`config.mk`:
```
export PLATFORM = sky130hd
export DESIGN_NAME = dispatch_issue_ctrl
export DESIGN_NICKNAME = d
export VERILOG_FILES = /design/src/hdl/dispatch_pkg.sv /design/src/hdl/dispatch_issue_ctrl.sv
export SDC_FILE = /design/constraint.sdc
export NUM_CORES = 1
export LEC_CHECK = 0
export BUFFER_PORTS_ARGS = -buffer_cell sky130_fd_sc_hd__buf_2
export CORE_AREA = 2 2 54 56
export DETAILED_ROUTE_END_ITERATION = 8
export DIE_AREA = 0 0 56 58
export PLACE_DENSITY = 0.68
export REMOVE_ABC_BUFFERS = 1
export SKIP_LAST_GASP = 1
export SLEW_MARGIN = 20
export SYNTH_ARGS = -nofsm -noshare
export SYNTH_HDL_FRONTEND = slang
export SYNTH_SLANG_ARGS = --single-unit
```
`constraint.sdc`:
```
create_clock -name vclk -period 1
set_input_delay 0 -clock vclk [all_inputs]
set_output_delay 0 -clock vclk [all_outputs]
set_load 0.02 [all_outputs]
```
`src/hdl/dispatch_pkg.sv`:
```
// Vector dispatch package with the widths, uop, ROB entry, operand and RS payload types
package dispatch_pkg;

    // Uops examined per cycle and VRF read ports shared by them
    parameter int NUM_DP_UOP = 2;
    parameter int NUM_VRF_RD = 4;
    parameter int VLEN       = 128;
    parameter int ROB_DEPTH  = 8;

    typedef logic [4:0]                   vreg_idx_t;
    typedef logic [VLEN-1:0]              vdata_t;
    typedef logic [$clog2(ROB_DEPTH)-1:0] rob_tag_t;
    typedef logic [5:0]                   funct6_t;
    typedef logic [31:0]                  xdata_t;
    // Number of VRF sources, up to three per uop and six for both
    typedef logic [2:0]                   src_cnt_t;

    typedef enum logic {
        EXE_ALU,
        EXE_MUL
    } exe_unit_e;

    typedef struct packed {
        vreg_idx_t vs1_idx;
        logic      vs1_valid;
        vreg_idx_t vs2_idx;
        logic      vs2_valid;
        vreg_idx_t vd_idx;
        logic      vd_valid;
        // vd is also read as a third source
        logic      vs3_valid;
        exe_unit_e exe_unit;
        funct6_t   funct6;
        xdata_t    rs1_data;
        logic      rs1_valid;
        logic      last_uop;
    } dp_uop_t;

    typedef struct packed {
        logic      valid;
        vreg_idx_t w_idx;
        // Result written back and usable for bypass
        logic      w_valid;
        vdata_t    w_data;
    } rob_entry_t;

    typedef struct packed {
        logic   vs1_hazard;
        logic   vs1_hit;
        vdata_t vs1_data;
        logic   vs2_hazard;
        logic   vs2_hit;
        vdata_t vs2_data;
        logic   vs3_hazard;
        logic   vs3_hit;
        vdata_t vs3_data;
        logic   hazard;
    } raw_info_t;

    typedef struct packed {
        vdata_t vs1;
        vdata_t vs2;
        vdata_t vd;
    } uop_operand_t;

    typedef struct packed {
        rob_tag_t rob_tag;
        funct6_t  funct6;
        vdata_t   vs1_data;
        logic     vs1_valid;
        vdata_t   vs2_data;
        logic     vs2_valid;
        vdata_t   vd_data;
        logic     vd_valid;
        xdata_t   rs1_data;
        logic     rs1_valid;
    } rs_uop_t;

    typedef struct packed {
        vreg_idx_t w_idx;
        logic      w_valid;
        logic      last_uop;
    } rob_push_t;

    // VRF sources read by one uop
    function automatic src_cnt_t src_count(dp_uop_t u);
        return src_cnt_t'(u.vs1_valid) + src_cnt_t'(u.vs2_valid) + src_cnt_t'(u.vs3_valid);
    endfunction

endpackage

```
`src/hdl/dispatch_issue_ctrl.sv`:
```
// In-order issue control with queue, RS and ROB handshakes and the uop0 to uop1 RAW check
`timescale 1ns/1ps

module dispatch_issue_ctrl (
    input  logic                 [dispatch_pkg::NUM_DP_UOP-1:0] uop_valid,
    input  dispatch_pkg::dp_uop_t [dispatch_pkg::NUM_DP_UOP-1:0] uop,
    input  logic                 [dispatch_pkg::NUM_DP_UOP-1:0] raw_hazard,
    input  logic                                                strct_hazard,
    input  logic                 [dispatch_pkg::NUM_DP_UOP-1:0] alu_ready,
    input  logic                 [dispatch_pkg::NUM_DP_UOP-1:0] mul_ready,
    input  logic                 [dispatch_pkg::NUM_DP_UOP-1:0] rob_ready,
    output logic                 [dispatch_pkg::NUM_DP_UOP-1:0] uop_ready,
    output logic                 [dispatch_pkg::NUM_DP_UOP-1:0] alu_valid,
    output logic                 [dispatch_pkg::NUM_DP_UOP-1:0] mul_valid,
    output logic                 [dispatch_pkg::NUM_DP_UOP-1:0] rob_valid
);

    import dispatch_pkg::*;

    logic [NUM_DP_UOP-1:0] unit_ready;
    logic [NUM_DP_UOP-1:0] slot_ok;
    logic [NUM_DP_UOP-1:0] issue;
    logic                  uu_hazard;

    // True when u reads register r as any of its sources
    function automatic logic reads_reg(dp_uop_t u, vreg_idx_t r);
        logic rd1;
        logic rd2;
        logic rd3;

        rd1 = u.vs1_valid && u.vs1_idx == r;
        rd2 = u.vs2_valid && u.vs2_idx == r;
        rd3 = u.vs3_valid && u.vd_idx == r;
        return rd1 || rd2 || rd3;
    endfunction

    // Ready of the RS that the uop targets
    always_comb begin
        for (int i = 0; i < NUM_DP_UOP; i++) begin
            unit_ready[i] = (uop[i].exe_unit == EXE_ALU) ? alu_ready[i] : mul_ready[i];
        end
    end

    // uop1 must not read what uop0 is about to write
    assign uu_hazard = uop[0].vd_valid && reads_reg(uop[1], uop[0].vd_idx);

    // Per-slot conditions that do not depend on the older slot
    always_comb begin
        for (int i = 0; i < NUM_DP_UOP; i++) begin
            slot_ok[i] = uop_valid[i] && !raw_hazard[i] && unit_ready[i] && rob_ready[i];
        end
    end

    // In order, slot 1 only follows slot 0
    assign issue[0] = slot_ok[0];
    assign issue[1] = issue[0] && slot_ok[1] && !strct_hazard && !uu_hazard;

    assign uop_ready = issue;
    assign rob_valid = issue;

    always_comb begin
        for (int i = 0; i < NUM_DP_UOP; i++) begin
            alu_valid[i] = issue[i] && uop[i].exe_unit == EXE_ALU;
            mul_valid[i] = issue[i] && uop[i].exe_unit == EXE_MUL;
        end
    end

endmodule

```
Word level (Yosys, flattened, before mapping)

Index checks and enable logic that the tools add are counted.

Equal/unequal tests: 3
Multiplexer cells: 2
Bitwise logic cells: 2
Reductions and logical operators: 23

Operator list:

| cell              | number |
|---|---|
| $logic_and 1x1->1 | 17 |
| $eq 5x5->1        | 3 |
| $logic_not 1->1   | 4 |
| $logic_or 1x1->1  | 2 |
| $mux 1            | 2 |
| $not 1->1         | 2 |

Register bits after elaboration: 0

Depth between registers and ports, before layout

Gate-level depths: netlist of the first run.

Word-level depth: 8
Depth in mapped cells: 5
Depth with buffers taken out: 5

Worst setup path after synthesis of the first run

No wires, ideal clock.

Path type: in2out
Start: in raw_hazard[0] (netlist name)
End: out alu_valid[1] (netlist name)
Arrival time: 1.484 ns
Data required time: 1.000 ns
Path slack: -0.484 ns
Stages: 5
Buffers on the path: 0
Path through: nand3b_1 -> a21oi_1 -> and3b_1 -> a41o_1 -> nor2b_1

Cells in the longest elaborated chain, start to end: 8

RTL lines:

| element                         | RTL line                  | text |
|---|---|---|
| start, declared                 | dispatch_issue_ctrl.sv:7  | `input logic [dispatch_pkg::NUM_DP_UOP-1:0] raw_hazard,` |
| $logic_not 1->1                 | dispatch_issue_ctrl.sv:50 | `slot_ok[i] = uop_valid[i] && !raw_hazard[i] && unit_ready[i] && rob_ready[i];` |
| $logic_and 1x1->1 (3 in series) | dispatch_issue_ctrl.sv:50 |  |
| named net rob_valid (one bit)   | dispatch_issue_ctrl.sv:15 | `output logic [dispatch_pkg::NUM_DP_UOP-1:0] rob_valid` |
| $logic_and 1x1->1 (3 in series) | dispatch_issue_ctrl.sv:56 | `assign issue[1] = issue[0] && slot_ok[1] && !strct_hazard && !uu_hazard;` |
| named net rob_valid (one bit)   | dispatch_issue_ctrl.sv:15 |  |
| $logic_and 1x1->1               | dispatch_issue_ctrl.sv:63 | `alu_valid[i] = issue[i] && uop[i].exe_unit == EXE_ALU;` |
| end, declared                   | dispatch_issue_ctrl.sv:13 | `output logic [dispatch_pkg::NUM_DP_UOP-1:0] alu_valid,` |

The timed path passes the listed nets, and every way through them passes these cells.

Worst setup path after layout of the first run

Start: in uop[47] (netlist name)
End: out alu_valid[1] (netlist name)

Cells in the longest elaborated chain, start to end: 8

RTL lines:

| element                              | RTL line                                             | text |
|---|---|---|
| start, declared                      | dispatch_issue_ctrl.sv:6                             | `input dispatch_pkg::dp_uop_t [dispatch_pkg::NUM_DP_UOP-1:0] uop,` |
| $eq 5x5->1 (on tied branches)        | dispatch_issue_ctrl.sv:31, dispatch_issue_ctrl.sv:32 |  |
| $logic_and 1x1->1 (on tied branches) | dispatch_issue_ctrl.sv:31, dispatch_issue_ctrl.sv:32 |  |
| $logic_or 1x1->1                     | dispatch_issue_ctrl.sv:34                            | `return rd1 \|\| rd2 \|\| rd3;` |
| $logic_or 1x1->1 (*)                 | dispatch_issue_ctrl.sv:34                            |  |
| $logic_and 1x1->1 (*)                | dispatch_issue_ctrl.sv:45                            | `assign uu_hazard = uop[0].vd_valid && reads_reg(uop[1], uop[0].vd_idx);` |
| $logic_not 1->1 (*)                  | dispatch_issue_ctrl.sv:56                            |  |
| $logic_and 1x1->1 (*)                | dispatch_issue_ctrl.sv:56                            |  |
| $logic_and 1x1->1 (*)                | dispatch_issue_ctrl.sv:63                            |  |

Every way passes the cells marked *; elsewhere a longest branch is shown, timed or not.

==> summary.txt, run 1 <==
outcome -> complete, but fails checks
failing checks -> setup timing
core area -> 2663 um^2
RSZ-0062 raised after global routing -> true
Pre-antenna DRT Iters -> 2
cell family with most CP delay -> simple AND/OR/NAND/NOR gates
initial antenna violation count -> 0
routed via count -> 431
global-route wire length before repair -> 1628 um
Vias/cell -> 3.684
total grt overflow -> 0
vias in the first global route -> 424
die footprint -> 3248 um^2
post-DR wirelength/cell -> 8.564 um
sequential group share of total power -> 0%
gp weighted congestion -> 0.6706
Fin. Hold Viols -> 0
Hold/Removal Path Class -> primary input to output port
flip-flop and latch area -> 0 um^2
Synth Instances -> 36
ANT cells -> 0
Total Routing Usage GR -> 5.838%
min-delay src -> mul_ready[0]
placed insts -> 117
Starting Density -> 10.67%
Finished Core Util -> 23.64%
fin worst setup slack -> -0.2207 ns
Die Y -> 58 um
critical setup path kind -> primary input to output port
library cells used by synthesis -> 19
final slew viol count -> 0
final WL -> 1002 um
CP cell instances -> buf_2, xor2_1, nor4_1, a32oi_1, a41o_1, nor2b_1, buf_4
Buffers on Ports -> 45
Tmin final -> 1.221 ns
# rows -> 19
DRC -> 0
max_cap viols -> 0
placed instance area -> 585.6 um^2
largest net degree at the start of global routing -> 4
Layout Nets -> 219
CP Capture Type -> output port
Post-Syn Area per Cell -> 7.890 um^2
register area share after synthesis -> 0%
P_sw -> 0.00007926 W
switching part of the total -> 41.40%
Syn Std Cell Area -> 284.0 um^2
slowest CP cell -> nor4_1
share of cells above drive strength 1 -> 65.12%
Die Wd -> 56 um
WHS Path Cells -> 4
Lkg Pwr -> 0.3385 nW
final instance area -> 629.4 um^2
Tcrit/Tclk final -> 122.1%
Hold Path End -> mul_valid[0]
1st-iter DRT viols -> 1
actual slew at the worst max-slew pin -> 0.2724 ns
CP peak stage delay -> 0.31 ns
Final Setup Violations -> 4
HPWL after DPL -> 929.1 um
Post-DRT Antenna Nets -> 0
Non-Filler Instances -> 117
Int Power -> 0.0001122 W
FF+latch count -> 0
Max Freq -> 819.2 MHz
synth-to-layout area growth -> 121.6%
post-cts hold buffer count -> 0
Syn. warnings -> 0
crit path buf inv count -> 2
Logic pwr share -> 100.0%
slew margin rel. -> 81.67%
Worst Setup Start Kind -> primary input
IR drop worst, VDD -> 0.1325 mV
Req. time, crit path -> 1.00 ns
Crit Path Max Fanout -> 3
I/O pins -> 139
PwrDens -> 304.2 nW/um^2
CLK BUF -> 0
data arrival time of the worst path -> 1.22 ns
Clock Power Share -> 0%
-- cell type report --
class | count | area, um^2
fill | 308 | 2033
multi-input combinational | 34 | 279.0
tap | 31 | 38.79
timing repair buffer | 52 | 311.5
-- placed cells by master, fill, tap and decap left out --
cell	n
nor4_1	1
mux2i_1	1
a21oi_1	1
buf_4	8
nor4_2	2
xnor2_1	3
buf_6	5
and2_4	1
and2_0	1
a32oi_1	1
nor2_1	3
xor2_2	1
nand2_1	1
and3b_1	1
a41o_1	1
nand3_1	1
nand2b_1	1
nand4bb_1	1
nor2b_1	1
xor2_1	11
buf_2	39
nand3b_1	1
-- kinds of logic after synthesis --
family	count (synthesis)	share of synthesized area (%)
compound gates	3	8.369
xor+xnor	15	46.26
simple gates	15	36.57
buf+inv	2	5.285
mux	1	3.524
-- synthesized netlist by cell type --
cell type	number	area (um^2)
nor4_1	1	6.260
nor2b_1	1	6.260
nand4bb_1	1	11.26
nand2_1	1	3.750
nor2_1	3	11.26
buf_4	2	15.01
and2_0	1	6.260
xnor2_1	3	26.28
a21oi_1	1	5.000
nand3b_1	1	7.510
nand3_1	1	5.000
a32oi_1	1	8.760
nand2b_1	1	6.260
xor2_1	12	105.1
and2_1	1	6.260
a41o_1	1	10.01
mux2i_1	1	10.01
nor4_2	2	25.02
and3b_1	1	8.760
-- power groups by stage --
stage / Combinational [W] / Sequential, W / Clock (W)
floorplan: 0.0000726 / 0 / 0
global placement: 0.000183 / 0 / 0
detailed placement: 0.000184 / 0 / 0
CTS: 0.000194 / 0 / 0
global route: 0.000211 / 0 / 0
finish: 0.000191 / 0 / 0
-- worst min-delay path, cell delays in order --
cell	delay (ns)
buf_2	0.09
nand2_1	0.07
nor2_1	0.04
buf_2	0.15
-- what timing repair did --
item / 4_1_cts / 5_1_grt
endpoints found under the setup margin: 4 / 4
pin swaps: 9 / 0
resized for setup: 12 / 0
setup buffers: 0 / 0
-- through the flow --
stage | hold slack, ns | setup TNS [ns] | power [W] | worst slack [ns]
after CTS | 0.3537 | -0.8507 | 0.0001935 | -0.2214
after global routing | 0.3843 | -1.182 | 0.0002110 | -0.3126
after detailed placement | 0.3532 | -1.062 | 0.0001838 | -0.2845
final | 0.3552 | -0.8414 | 0.0001914 | -0.2207
after floorplan | 0.07811 | -2.630 | 0.00007258 | -0.8851
after global placement | 0.3495 | -1.035 | 0.0001827 | -0.2762
-- worst max-delay path by stage --
stage                        from           end  slack, ns  cells past startpoint
floorplan           raw_hazard[0]  alu_valid[1]      -0.89                      5
CTS                      uop[104]  alu_valid[1]      -0.22                      7
global placement          uop[46]  mul_valid[1]      -0.28                      7
global route             uop[104]  alu_valid[1]      -0.31                      7
finish                    uop[47]  alu_valid[1]      -0.22                      7
detailed placement        uop[46]  mul_valid[1]      -0.28                      7
-- layer usage --
metal / up-vias / track usage, % / share of wire (%)
met5: - / 0 / 0
met1: 183 / 7.287 / 39
met3: 0 / 0 / 7.0
met2: 22 / 11.93 / 54
met4: 0 / 0 / 0
li1: 226 / - / -
Power figures use the tool's default switching activity.
==> inputs of run 2 (changes only) <==
- CORE_AREA: 2 2 54 56 -> unset
- CORE_MARGIN: unset -> 5
- CORE_UTILIZATION: unset -> 14
- DIE_AREA: 0 0 56 58 -> unset
- GPL_ROUTABILITY_DRIVEN: unset -> 0
- PLACE_DENSITY: 0.68 -> 0.85
- clock period: 1 -> 1.2 ns (I/O delays scaled with it)
==> run 2 against run 1 <==
The flow now finishes without violations. Routed wire length up 11%. Count of clock-buffer cells in the layout is the same. Flip-flop and latch count unchanged. Worst setup slack gained 0.22 ns. Critical path depth is the same. Via count fell by 0.23%. Non-clock buffer count shrank 3. Die area shrank 6.7%. Final cell count shrank 6.0%. Critical path type unchanged. Largest cell class unchanged. Largest power group unchanged.
==> summary.txt, run 2 (synthesis results as in run 1) <==
Crit Path Max Fanout -> 3
post-DR wirelength/cell -> 10.09 um
IR drop worst, VDD -> 0.1251 mV
Pre-antenna DRT Iters -> 1
Fin. Hold Viols -> 0
max_cap viols -> 0
actual slew at the worst max-slew pin -> 0.2309 ns
slew margin rel. -> 84.46%
outcome -> finished, final reports clean
pre-CTS WS -> -0.06859 ns
initial antenna violation count -> 0
Tcrit/Tclk final -> 99.72%
Total Routing Usage GR -> 7.091%
CP Capture Type -> output port
Vias/cell -> 3.909
commonest non-fill, non-tap cell in the layout -> buf_2
total grt overflow -> 0
Req. time, crit path -> 1.20 ns
HPWL after DPL -> 983.8 um
flip-flop and latch area -> 0 um^2
DRC -> 0
Post-DRT Antenna Nets -> 0
Hold/Removal Path Class -> primary input to output port
Die Y -> 55.04 um
fin worst setup slack -> 0.003307 ns
final WL -> 1110 um
Die Wd -> 55.04 um
core area -> 1942 um^2
final slew viol count -> 0
data arrival time of the worst path -> 1.20 ns
synth-to-layout area growth -> 126.0%
routed via count -> 430
start point of the critical path -> uop[104]
# rows -> 16
placed instance area -> 550.5 um^2
1st-iter DRT viols -> 0
Max Freq -> 835.6 MHz
final instance area -> 641.9 um^2
ANT cells -> 0
critical setup path kind -> primary input to output port
Starting Density -> 14.63%
FF+latch count -> 0
I/O pins -> 139
global-route wire length before repair -> 1649 um
min-delay src -> uop[100]
largest net degree at the start of global routing -> 4
Hold Path End -> alu_valid[1]
Lkg Pwr -> 0.3336 nW
share of cells above drive strength 1 -> 67.47%
Final Setup Violations -> 0
PwrDens -> 263.5 nW/um^2
Layout Nets -> 216
WHS Path Cells -> 3
Worst Setup Start Kind -> primary input
RSZ-0062 raised after global routing -> true
Buffers on Ports -> 45
die footprint -> 3029 um^2
vias in the first global route -> 447
most frequent cells in the layout -> 35 x buf_2, 9 x xor2_1, 8 x buf_6, 6 x buf_4
Tmin final -> 1.197 ns
CLK BUF -> 0
## run 2: cell count changes in the layout (fill, tap and decap cells not counted), moves of 2 or more
cell	previous run	this run
buf_6	5	8
buf_4	8	6
xor2_1	11	9
xor2_2	1	3
buf_2	39	35
## run 2: repair_timing
| action | 4_1_cts | 5_1_grt |
|---|---|---|
| pin swaps | 9 | 1 |
| setup buffers | 1 | 0 |
| endpoints found under the setup margin | 2 | 4 |
| resized for setup | 11 | 10 |
| hold buffers | 0 | 0 |
## run 2: through the flow
| step | util, % | hold slack, ns | std cells | power, W | TNS [ns] |
|---|---|---|---|---|---|
| finish | 33.05 | 0.3042 | 110 | 0.0001692 | 0 |
| CTS | 30.86 | 0.2947 | 110 | 0.0001576 | 0 |
| global placement | 28.35 | 0.2898 | 109 | 0.0001474 | -0.07696 |
| floorplan | - | 0.07811 | 34 | 0.00006048 | -1.830 |
| global route | 33.05 | 0.3242 | 110 | 0.0001880 | -0.1022 |
| detailed placement | 28.35 | 0.2910 | 109 | 0.0001497 | -0.1133 |
## run 2: report_power, final
group          switching, W  internal [W]
sequential                0             0
clock                     0             0
combinational     0.0000703     0.0000989
## run 2: worst max path at each step
stage	to	slack, ns
3_3_place_gp	mul_valid[1]	-0.05
6_report	alu_valid[1]	0.003
3_5_place_dp	mul_valid[1]	-0.07
4_1_cts	alu_valid[1]	0.004
2_1_floorplan	alu_valid[1]	-0.69
5_1_grt	alu_valid[1]	-0.05
## run 2: cell type report
type	instances	area (um^2)
fill	213	1300
timing repair buffer	49	310.3
multi-input combinational	34	297.8
tap	27	33.78
## run 2: critical path, cell delays in order
cell     delay [ns]
buf_6          0.10
xor2_2         0.17
nor4_2         0.28
nand3_1        0.10
a41o_1         0.27
nor2b_1        0.14
buf_4          0.15
## run 2: metal layers
| metal | global-route usage (%) | wire, um | vias up |
|---|---|---|---|
| met2 | 14.76 | 637 | 24 |
| met4 | 0 | 0 | 0 |
| met5 | 0 | 0 | - |
| li1 | - | - | 216 |
| met3 | 0.8043 | 117 | 0 |
| met1 | 7.949 | 355 | 190 |
