[src/hdl/dispatch_pkg.sv]
// Vector dispatch package with the widths, uop, ROB entry, operand and RS payload types
package dispatch_pkg;

    // Uops examined per cycle and VRF read ports shared by them
    parameter int NUM_DP_UOP = 2;
    parameter int NUM_VRF_RD = 4;
    parameter int VLEN       = 128;
    parameter int ROB_DEPTH  = 8;

    typedef logic [4:0]                   vreg_idx_t;
    typedef logic [VLEN-1:0]              vdata_t;
    typedef logic [$clog2(ROB_DEPTH)-1:0] rob_tag_t;
    typedef logic [5:0]                   funct6_t;
    typedef logic [31:0]                  xdata_t;
    // Number of VRF sources, up to three per uop and six for both
    typedef logic [2:0]                   src_cnt_t;

    typedef enum logic {
        EXE_ALU,
        EXE_MUL
    } exe_unit_e;

    typedef struct packed {
        vreg_idx_t vs1_idx;
        logic      vs1_valid;
        vreg_idx_t vs2_idx;
        logic      vs2_valid;
        vreg_idx_t vd_idx;
        logic      vd_valid;
        // vd is also read as a third source
        logic      vs3_valid;
        exe_unit_e exe_unit;
        funct6_t   funct6;
        xdata_t    rs1_data;
        logic      rs1_valid;
        logic      last_uop;
    } dp_uop_t;

    typedef struct packed {
        logic      valid;
        vreg_idx_t w_idx;
        // Result written back and usable for bypass
        logic      w_valid;
        vdata_t    w_data;
    } rob_entry_t;

    typedef struct packed {
        logic   vs1_hazard;
        logic   vs1_hit;
        vdata_t vs1_data;
        logic   vs2_hazard;
        logic   vs2_hit;
        vdata_t vs2_data;
        logic   vs3_hazard;
        logic   vs3_hit;
        vdata_t vs3_data;
        logic   hazard;
    } raw_info_t;

    typedef struct packed {
        vdata_t vs1;
        vdata_t vs2;
        vdata_t vd;
    } uop_operand_t;

    typedef struct packed {
        rob_tag_t rob_tag;
        funct6_t  funct6;
        vdata_t   vs1_data;
        logic     vs1_valid;
        vdata_t   vs2_data;
        logic     vs2_valid;
        vdata_t   vd_data;
        logic     vd_valid;
        xdata_t   rs1_data;
        logic     rs1_valid;
    } rs_uop_t;

    typedef struct packed {
        vreg_idx_t w_idx;
        logic      w_valid;
        logic      last_uop;
    } rob_push_t;

    // VRF sources read by one uop
    function automatic src_cnt_t src_count(dp_uop_t u);
        return src_cnt_t'(u.vs1_valid) + src_cnt_t'(u.vs2_valid) + src_cnt_t'(u.vs3_valid);
    endfunction

endpackage

[src/hdl/dispatch_vrf_plan.sv]
// VRF read planner that packs the sources of both uops onto the read ports
`timescale 1ns/1ps

module dispatch_vrf_plan (
    input  dispatch_pkg::dp_uop_t   [dispatch_pkg::NUM_DP_UOP-1:0] uop,
    output dispatch_pkg::vreg_idx_t [dispatch_pkg::NUM_VRF_RD-1:0] vrf_rd_idx,
    output logic                                                   strct_hazard
);

    import dispatch_pkg::*;

    src_cnt_t total_src;

    // Structural limit over all examined uops
    always_comb begin
        total_src = '0;
        for (int i = 0; i < NUM_DP_UOP; i++) begin
            total_src = total_src + src_count(uop[i]);
        end
    end

    assign strct_hazard = total_src > NUM_VRF_RD;

    // Ports are filled in uop order, then vs1, vs2, vs3 within a uop
    always_comb begin
        vreg_idx_t [2:0] src_idx;
        logic      [2:0] src_used;
        src_cnt_t        port;

        vrf_rd_idx = '0;
        port       = '0;
        for (int i = 0; i < NUM_DP_UOP; i++) begin
            src_idx  = {uop[i].vd_idx, uop[i].vs2_idx, uop[i].vs1_idx};
            src_used = {uop[i].vs3_valid, uop[i].vs2_valid, uop[i].vs1_valid};
            for (int s = 0; s < 3; s++) begin
                if (src_used[s]) begin
                    // Sources past the last port are not read since the uop cannot issue
                    if (port < NUM_VRF_RD) begin
                        vrf_rd_idx[port] = src_idx[s];
                    end
                    port = port + 1'b1;
                end
            end
        end
    end

endmodule

[config.mk]
export PLATFORM = sky130hd
export DESIGN_NAME = dispatch_vrf_plan
export DESIGN_NICKNAME = d
export VERILOG_FILES = /design/src/hdl/dispatch_pkg.sv /design/src/hdl/dispatch_vrf_plan.sv
export SDC_FILE = /design/constraint.sdc
export NUM_CORES = 1
export LEC_CHECK = 0
export BUFFER_PORTS_ARGS = -buffer_cell sky130_fd_sc_hd__buf_2
export CAP_MARGIN = 20
export CORE_MARGIN = 4
export CORE_UTILIZATION = 41
export DETAILED_ROUTE_END_ITERATION = 6
export PLACE_DENSITY = 0.86
export RECOVER_POWER = 100
export SLEW_MARGIN = 25
export SYNTH_ARGS = -nofsm -noshare
export SYNTH_HDL_FRONTEND = slang
export SYNTH_SLANG_ARGS = --single-unit
[constraint.sdc]
create_clock -name vclk -period 15.25
set_input_delay 3.05 -clock vclk [all_inputs]
set_output_delay 3.05 -clock vclk [all_outputs]
set_load 0.01 [all_outputs]
=== Yosys cells after proc, flatten, opt, wreduce, memory -nomap -nowiden ===
Cells that the tools add are included.

* Bits in registers: 0
* Latch bits: 0
* Memory bits (writable): 0
* ROM bits: 0
* Input bits: 120
* Output and inout port bits: 21
* Logic and storage cells: 61
* Memories kept: 0

* Add/sub/neg operators: 9
* $mul: 0
* Divide/modulo/power cells: 0
* Magnitude comparators: 16
* Equality and inequality tests: 0
* Shifts and indexed selects: 0
* Mux-type cells: 31
* Bitwise logic cells: 0
* Reductions and logical operators: 5

{| class="wikitable"
|+ Operator list
! kind !! number
|-
| $mux W20 || 10
|-
| $bwmux W20 || 5
|-
| $demux W5 S2 || 5
|-
| $lt A3 B3 Y1 const B || 10
|-
| $mux W5 || 6
|-
| $ge A3 B1 Y1 const B || 5
|-
| $add A3 B1 Y3 const B || 4
|-
| $mux W3 || 4
|-
| $add A2 B1 Y3 || 2
|-
| $logic_and A1 B1 Y1 || 5
|-
| $add A1 B1 Y2 || 2
|-
| $add A3 B3 Y3 || 1
|-
| $gt A3 B3 Y1 const B || 1
|-
| $mux W1 || 1
|}

=== Logic depth before layout (Yosys ltp) ===
Gate-level depths: netlist (run 1).

* Depth in word-level cells: 20
* Depth in mapped cells: 14
* Depth with buffers taken out: 13

=== Worst setup path before layout (run 1) ===
Ideal clock, no wire load.

* Path type: input-to-output
* From: in uop[54] in the netlist's numbering
* To: out vrf_rd_idx[1] in the netlist's numbering
* Arrival: 6318 ps
* Required time: 12200 ps
* Path slack: 5882 ps
* Stages on the path: 14
* Path through: clkbuf_1 -> inv_1 -> ha_1 -> xnor2_2 -> inv_1 -> ha_1 -> ha_1 -> nand2b_1 -> a21boi_2 -> ha_1 -> o21ai_0 -> or3_1 -> o32a_2 -> mux2_1

{| class="wikitable"
|+ RTL lines
! element !! line !! RTL
|-
| start, declared || dispatch_vrf_plan.sv:5 || <nowiki>input dispatch_pkg::dp_uop_t [dispatch_pkg::NUM_DP_UOP-1:0] uop,</nowiki>
|-
| end, declared || dispatch_vrf_plan.sv:6 || <nowiki>output dispatch_pkg::vreg_idx_t [dispatch_pkg::NUM_VRF_RD-1:0] vrf_rd_idx,</nowiki>
|}

==> results of run 1 <==
==> where the power goes <==
group          internal (mW)  switching [mW]
Combinational         0.0389          0.0458
Clock                      0               0
Sequential                 0               0
Total                 0.0389          0.0458
==> area by class of cell <==
| class | count | area, um2 | share of cell area [%] |
|---|---|---|---|
| multi-input combinational | 159 | 1290 | 77.8 |
| timing repair buffer | 57 | 267 | 16.0 |
| tap | 46 | 57.6 | 3.46 |
| inverter | 12 | 45.0 | 2.71 |
==> worst max path at each step <==
stage / from / to / depth (start not counted)
after floorplan: uop[54] / vrf_rd_idx[1] / 14
after global placement: uop[54] / vrf_rd_idx[4] / 15
after detailed placement: uop[54] / vrf_rd_idx[4] / 15
after CTS: uop[54] / vrf_rd_idx[4] / 15
after global routing: uop[54] / vrf_rd_idx[4] / 15
final: uop[54] / vrf_rd_idx[4] / 15
==> layer usage <==
metal / global-route usage (%) / up-vias
li1: - / 778
met1: 26.5 / 741
met2: 31.7 / 83
met3: 3.71 / 6
met4: 1.52 / 0
met5: 0 / -
==> tightest hold or removal path, delay by kind of cell <==
| kind | cells | cell delay [ns] |
|---|---|---|
| buf+inv | 2 | 0.23 |
| mux | 1 | 0.12 |
==> cell families (layout without fill, tap and decap cells) <==
kind of cell,Yosys count,after routing,share of synthesized area [%]
AOI/OAI and AO/OA,47,47,26.1
and+or+nand+nor,63,63,23.6
buffers and inverters,22,69,6.73
muxes,31,31,24.7
adders and majority gates,16,16,15.8
xor gates and xnor gates,2,2,3.10
==> cells in the final DEF, fill, tap and decap left out, drive strengths merged <==
master    n
a31oi     1
xnor2     2
or2       1
a21boi    1
and2      2
nand2    16
buf      42
a2bb2oi   5
a221oi    4
inv      12
and3b     1
o2111ai   1
fa        3
nand3     7
o32ai     1
nand3b    1
a32oi     1
nor2      8
nor2b     3
a22o      6
mux2     31
nand4     6
o211a     1
and3     10
clkbuf   15
o2bb2ai   5
or3       6
ha       13
o32a      1
a21oi     6
o31a      1
o21a      1
o2111a    1
o21ai    11
nand2b    2
==> flow_metrics.tcl, run 1 <==
set metrics [dict create \
    cp_common_cell "ha_1" \
    ant_nets 0 \
    vdd_drop_max_v 0.0000250 \
    worst_slew_pin_slew_ns 0.870 \
    final_nets 366 \
    numPortBuffers 57 \
    ctsHoldBuffers 0 \
    maxClockFrequency_ghz 0.0941 \
    grt_pass1_wl_um 6830 \
    critPathCaptureType "output pin" \
    grt_use_total_pct 19.1 \
    fill_cells 356 \
    setup_slack_ns 4.62 \
    critPathBufInv 4 \
    critPathMaxFanout 14 \
    hpwl_um 3570 \
    slew_headroom_pct 41.8 \
    met2_length_um 1930 \
    grt_max_degree 17 \
    wl_met1_um 1830 \
    cp_slowest_cell "xnor2_1" \
    drt_wl_total_um 4220 \
    synth_top_area_share_pct 21.5 \
    drt_iter0_drc 181 \
    setup_violations 0 \
    initial_core_util_pct 42.4 \
    ys_seq_area_share_pct 0 \
    placed_area_um2 1710 \
    worst_setup_path_start_kind "primary input" \
    postCtsSetupBuffers 0 \
    top_layer "met4" \
    crit_required_ns 12.20 \
    drive_gt1_share_pct 34.6 \
    syn_area_um2 1410 \
    die_w_um 66.7 \
    grt_remaining_overflow 0 \
    hold_ws_ns 6.44 \
    dp.cells 274 \
    gp_congestion 0.932 \
    rsz0062_at_grt "false" \
    yosysMostFrequentCell "mux2_2" \
    vias 1608 \
    maxCapViolCount 0 \
    critPathArrivalTime_ns 7.58 \
    seq_area_um2 0 \
    p_total_mw 0.0847 \
    grt_pass1_vias 1477 \
    wl_met3_um 428 \
    dp_slack_ns 5.53 \
    cp_top_family "adder cells" \
    max_stage_delay_ns 0.61 \
    whs_path_depth 3 \
    clkbuf_count 0 \
    final_hold_viol_count 0 \
    slew_viol_final 0 \
    fin_crit_sh_pct 69.7 \
    ys_warn_count 0 \
    design.seq.count 0 \
    syn_nets 317 \
    final_cells 274 \
    yosysUniqueCellTypes 46 \
    antenna_found_initial 0 \
    die-area_um2 4450 \
    whs_endpoint "vrf_rd_idx[2]" \
    min_period_ns 10.63 \
    synth.top_cells.by_count "mux2_2 (27), nand2_1 (15), ha_1 (13), o21ai_0 (11), inv_1 (10)" \
    viasPerCell 5.87 \
    avgSynthCellArea_um2 7.81 \
    path_cells "clkbuf_1 > inv_1 > ha_1 > xnor2_1 > inv_1 > ha_1 > ha_1 > nand2b_1 > a21boi_0 > ha_1 > o21ai_0 > or3_1 > o32a_1 > mux2_1 > clkbuf_1" \
    hp-start "uop[105]" \
    coreArea_um2 3340 \
    antenna_cells 0 \
    status "completed" \
    p_leak_nw 0.774 \
    drt_first_pass_iters 5 \
    synth_area_leaders "mux2_2 (22%), ha_1 (12%), fa_1 (4.2%)" \
    crit_type "in2out" \
    fp.dieH_um 66.7 \
    yosysTopAreaCell "mux2_2" \
    powerDensity_nw_per_um2 50.9 \
    final_area_um2 1660 \
    rows 21 \
    pin_count 141 \
    wl_per_cell_um 15.4 \
    tns_ns 0 \
    syn2layout_area_growth_pct 17.7 \
    netlist_instances 181 \
    cts.repair.resized 0 \
    fin_util_pct 49.9 \
    hold_class "in2out" \
    drcViolationCount 0 \
]
No activity file was read; power rests on OpenSTA's default activity.
==> run 2, diff against run 1 <==
CORE_UTILIZATION = 38   (was 41)
PLACE_DENSITY = 0.81   (was 0.86)
clock period = 10.8 ns   (was 15.25 ns; I/O delays follow)
==> run 2 against run 1 <==
Effect of this change:
- wire length decreased by 6.3%
- hold slack got worse by 1.8 ns
- first-iteration DRC count decreased by 55%
- cell area about the same
- critical path depth unchanged
- die area increased by 6.9%
- via count decreased by 6.7%
- sequential share of layout area unchanged
==> flow_metrics.tcl, run 2 (synthesis gave the netlist of run 1 again) <==
set metrics [dict create \
    status "completed" \
    ctsHoldBuffers 0 \
    pin_count 141 \
    vdd_drop_max_v 0.0000336 \
    final_hold_viol_count 0 \
    critPathArrivalTime_ns 6.57 \
    grt_use_total_pct 17.2 \
    viasPerCell 5.48 \
    postCtsSetupBuffers 0 \
    antenna_found_initial 0 \
    rsz0062_at_grt "false" \
    fin_util_pct 47.9 \
    final_area_um2 1660 \
    worst_setup_path_start_kind "primary input" \
    hold_ws_ns 4.67 \
    rows 21 \
    final_nets 366 \
    cts.repair.resized 0 \
    drive_gt1_share_pct 34.6 \
    vias 1501 \
    ant_nets 0 \
    initial_core_util_pct 40.8 \
    die-area_um2 4760 \
    mostFrequentLayoutCells "buf_2 (40), mux2_2 (27), clkbuf_1 (17)" \
    dp.cells 274 \
    powerDensity_nw_per_um2 70.7 \
    grt_remaining_overflow 0 \
    antenna_cells 0 \
    clkbuf_count 0 \
    seq_area_um2 0 \
    syn2layout_area_growth_pct 17.6 \
    drt_first_pass_iters 4 \
    maxCapViolCount 0 \
    tns_ns 0 \
    fp.dieH_um 69.0 \
    grt_max_degree 17 \
    multi_input_area_um2 1300 \
    gp_congestion 0.788 \
    numPortBuffers 57 \
    die_w_um 69.0 \
    grt_pass1_vias 1478 \
    worst_slew_pin_slew_ns 0.789 \
    drt_wl_total_um 3950 \
    hold_class "in2out" \
    placed_area_um2 1710 \
    coreArea_um2 3470 \
    min_period_ns 8.73 \
    drcViolationCount 0 \
    p_leak_nw 0.767 \
    critPathMaxFanout 14 \
    hpwl_um 3440 \
    slew_headroom_pct 47.2 \
    crit_required_ns 8.64 \
    grt_pass1_wl_um 6560 \
    slew_viol_final 0 \
    final_common_cell "buf_2" \
    crit_type "in2out" \
    setup_violations 0 \
    maxClockFrequency_ghz 0.115 \
    design.seq.count 0 \
    fill_cells 392 \
    fin_crit_sh_pct 80.8 \
    critPathCaptureType "output pin" \
    final_cells 274 \
    drt_iter0_drc 81 \
    wl_per_cell_um 14.4 \
]
[run 2: critical path, cell delays in order]
cell and delay, ns:
clkbuf_1 0.39, inv_1 0.13, ha_1 0.36, xnor2_1 0.62, inv_1 0.16, ha_1 0.24
ha_1 0.28, nand2b_1 0.14, a21boi_0 0.57, ha_1 0.36, o21ai_0 0.32, or3_1 0.16
o32a_2 0.21, mux2_2 0.34, clkbuf_1 0.12
[run 2: final timing paths]
kind,cells past startpoint,to,slack (ns),from
min,3,vrf_rd_idx[14],4.67,uop[107]
max,15,vrf_rd_idx[0],2.07,uop[54]
[run 2: cell type report]
| type | count | area share [%] |
|---|---|---|
| Inverter | 12 | 2.71 |
| Multi-Input combinational cell | 159 | 78.0 |
| Tap cell | 46 | 3.46 |
| Timing Repair Buffer | 57 | 15.9 |
[run 2: where the power goes]
| part | leakage, nW | internal (mW) | switching [mW] | total, mW |
|---|---|---|---|---|
| Clock | 0 | 0 | 0 | 0 |
| Sequential | 0 | 0 | 0 | 0 |
| Combinational | 0.767 | 0.0548 | 0.0628 | 0.118 |
| Total | 0.767 | 0.0548 | 0.0628 | 0.118 |
[run 2: stage by stage]
stage / power, mW / worst slack (ns)
finish: 0.118 / 2.07
floorplan: 0.0846 / 3.21
global placement: 0.119 / 2.94
global route: 0.130 / 1.75
detailed placement: 0.122 / 2.86
CTS: 0.123 / 2.83
[run 2: routing by layer]
layer	up-vias	wire, um	GRT usage, %
li1	777	-	-
met1	656	1850	24.6
met2	68	1730	29.3
met3	0	369	1.94
met4	0	0	0.243
met5	-	0	0
==> run 3, diff against run 2 <==
clock period = 8.7 ns   (was 10.8 ns; I/O delays follow)
==> run 3 against run 2 <==
Effect of this change:
- global-route usage unchanged
- sequential share of layout area unchanged
- cell area up 0.23%
- first-iteration DRC count up 1.2%
- largest power group unchanged
- combinational power up 24%
- critical path type unchanged
- cell count unchanged
- flip-flop and latch count unchanged
- wire length up 0.53%
- die area unchanged
==> flow_metrics.tcl, run 3 (synthesis gave the netlist of run 1 again) <==
set metrics [dict create \
    ant_nets 0 \
    p_total_mw 0.146 \
    vdd_drop_max_v 0.0000417 \
    setup_violations 0 \
    rsz0062_at_grt "false" \
    tns_ns 0 \
    crit_type "in2out" \
    seq_power_share_pct 0 \
    coreArea_um2 3470 \
    clkbuf_count 0 \
    multi_input_area_um2 1300 \
    internal_power_mw 0.0683 \
    fill_cells 392 \
    switchingPower_mw 0.0780 \
    fin_crit_sh_pct 86.9 \
    rows 21 \
    status "completed" \
    critPathArrivalTime_ns 5.82 \
    antenna_cells 0 \
    maxCapViolCount 0 \
    grt_use_total_pct 17.2 \
    dp.cells 274 \
    viasPerCell 5.51 \
    p_comb_share_pct 100.0 \
    seq_area_um2 0 \
    maxClockFrequency_ghz 0.132 \
    hold_class "in2out" \
    cts.repair.resized 0 \
    grt_remaining_overflow 0 \
    hold_ws_ns 3.83 \
    whs_path_depth 3 \
    die_w_um 69.0 \
    ctsHoldBuffers 0 \
    switching_share_pct 53.3 \
    wl_per_cell_um 14.5 \
    final_common_cell "buf_2" \
    drt_iter0_drc 82 \
    design.seq.count 0 \
    final_nets 366 \
    slew_headroom_pct 47.3 \
    grt_pass1_wl_um 6560 \
    drt_first_pass_iters 5 \
    grt_max_degree 17 \
    grt_pass1_vias 1478 \
    min_period_ns 7.56 \
    drt_wl_total_um 3970 \
    vias 1510 \
    gp_congestion 0.788 \
    critPathCaptureType "output pin" \
    slew_viol_final 0 \
    worst_slew_pin_slew_ns 0.789 \
    critPathMaxFanout 14 \
    drcViolationCount 0 \
    powerDensity_nw_per_um2 87.7 \
    pin_count 141 \
    hpwl_um 3440 \
    antenna_found_initial 0 \
    final_cells 274 \
    worst_setup_path_start_kind "primary input" \
    numPortBuffers 57 \
    die-area_um2 4760 \
    fin_util_pct 48.1 \
    final_hold_viol_count 0 \
    p_leak_nw 0.768 \
    fp.dieH_um 69.0 \
    mostFrequentLayoutCells "buf_2 (40), mux2_2 (27), clkbuf_1 (17)" \
    initial_core_util_pct 40.8 \
    postCtsSetupBuffers 0 \
    syn2layout_area_growth_pct 17.9 \
    crit_required_ns 6.96 \
    clkPwrFrac_pct 0 \
    drive_gt1_share_pct 35.1 \
]
run 3: changes by cell type in the layout (fill, tap and decap cells not counted):
cell,before,now
a21boi_0,1,0
a21boi_2,0,1
run 3: critical path, cell delays in order:
cell and delay, ns:
clkbuf_1 0.39, inv_1 0.13, ha_1 0.36, xnor2_1 0.62
inv_1 0.16, ha_1 0.24, ha_1 0.28, nand2b_1 0.17
a21boi_2 0.21, ha_1 0.31, o21ai_0 0.14, or3_1 0.34
o32a_2 0.25, mux2_1 0.32, clkbuf_1 0.13
run 3: cell type report:
| type | instances | share of cell area, % |
|---|---|---|
| inverter | 12 | 2.70 |
| multi-input combinational | 159 | 78.0 |
| tap | 46 | 3.45 |
| timing repair buffer | 57 | 15.8 |
run 3: power by group through the flow:
stage                     Sequential (mW)  Combinational (mW)  Clock [mW]
after CTS                               0               0.153           0
after global placement                  0               0.148           0
final                                   0               0.146           0
after detailed placement                0               0.151           0
after floorplan                         0               0.105           0
after global routing                    0               0.162           0
run 3: worst paths after layout:
path | startpoint | endpoint
setup / recovery | uop[54] | vrf_rd_idx[3]
hold / removal | uop[107] | vrf_rd_idx[14]
run 3: per-layer routing:
metal  share of wire, %  GRT usage, %  up-vias  wire length (um)
met5                  0             0        -                 0
met4                  0         0.243        0                 0
met3                9.6          1.94        0               381
met2                 44          29.3       63              1740
met1                 46          24.6      670              1850
li1                   -             -      777                 -
run 3: metrics by stage:
| step | instance area (um2) | setup slack [ns] |
|---|---|---|
| 3_3_place_gp | 1710 | 1.68 |
| 5_1_grt | 1670 | 0.886 |
| 6_report | 1670 | 1.14 |
| 2_1_floorplan | 1410 | 1.95 |
| 3_5_place_dp | 1710 | 1.60 |
| 4_1_cts | 1710 | 1.57 |
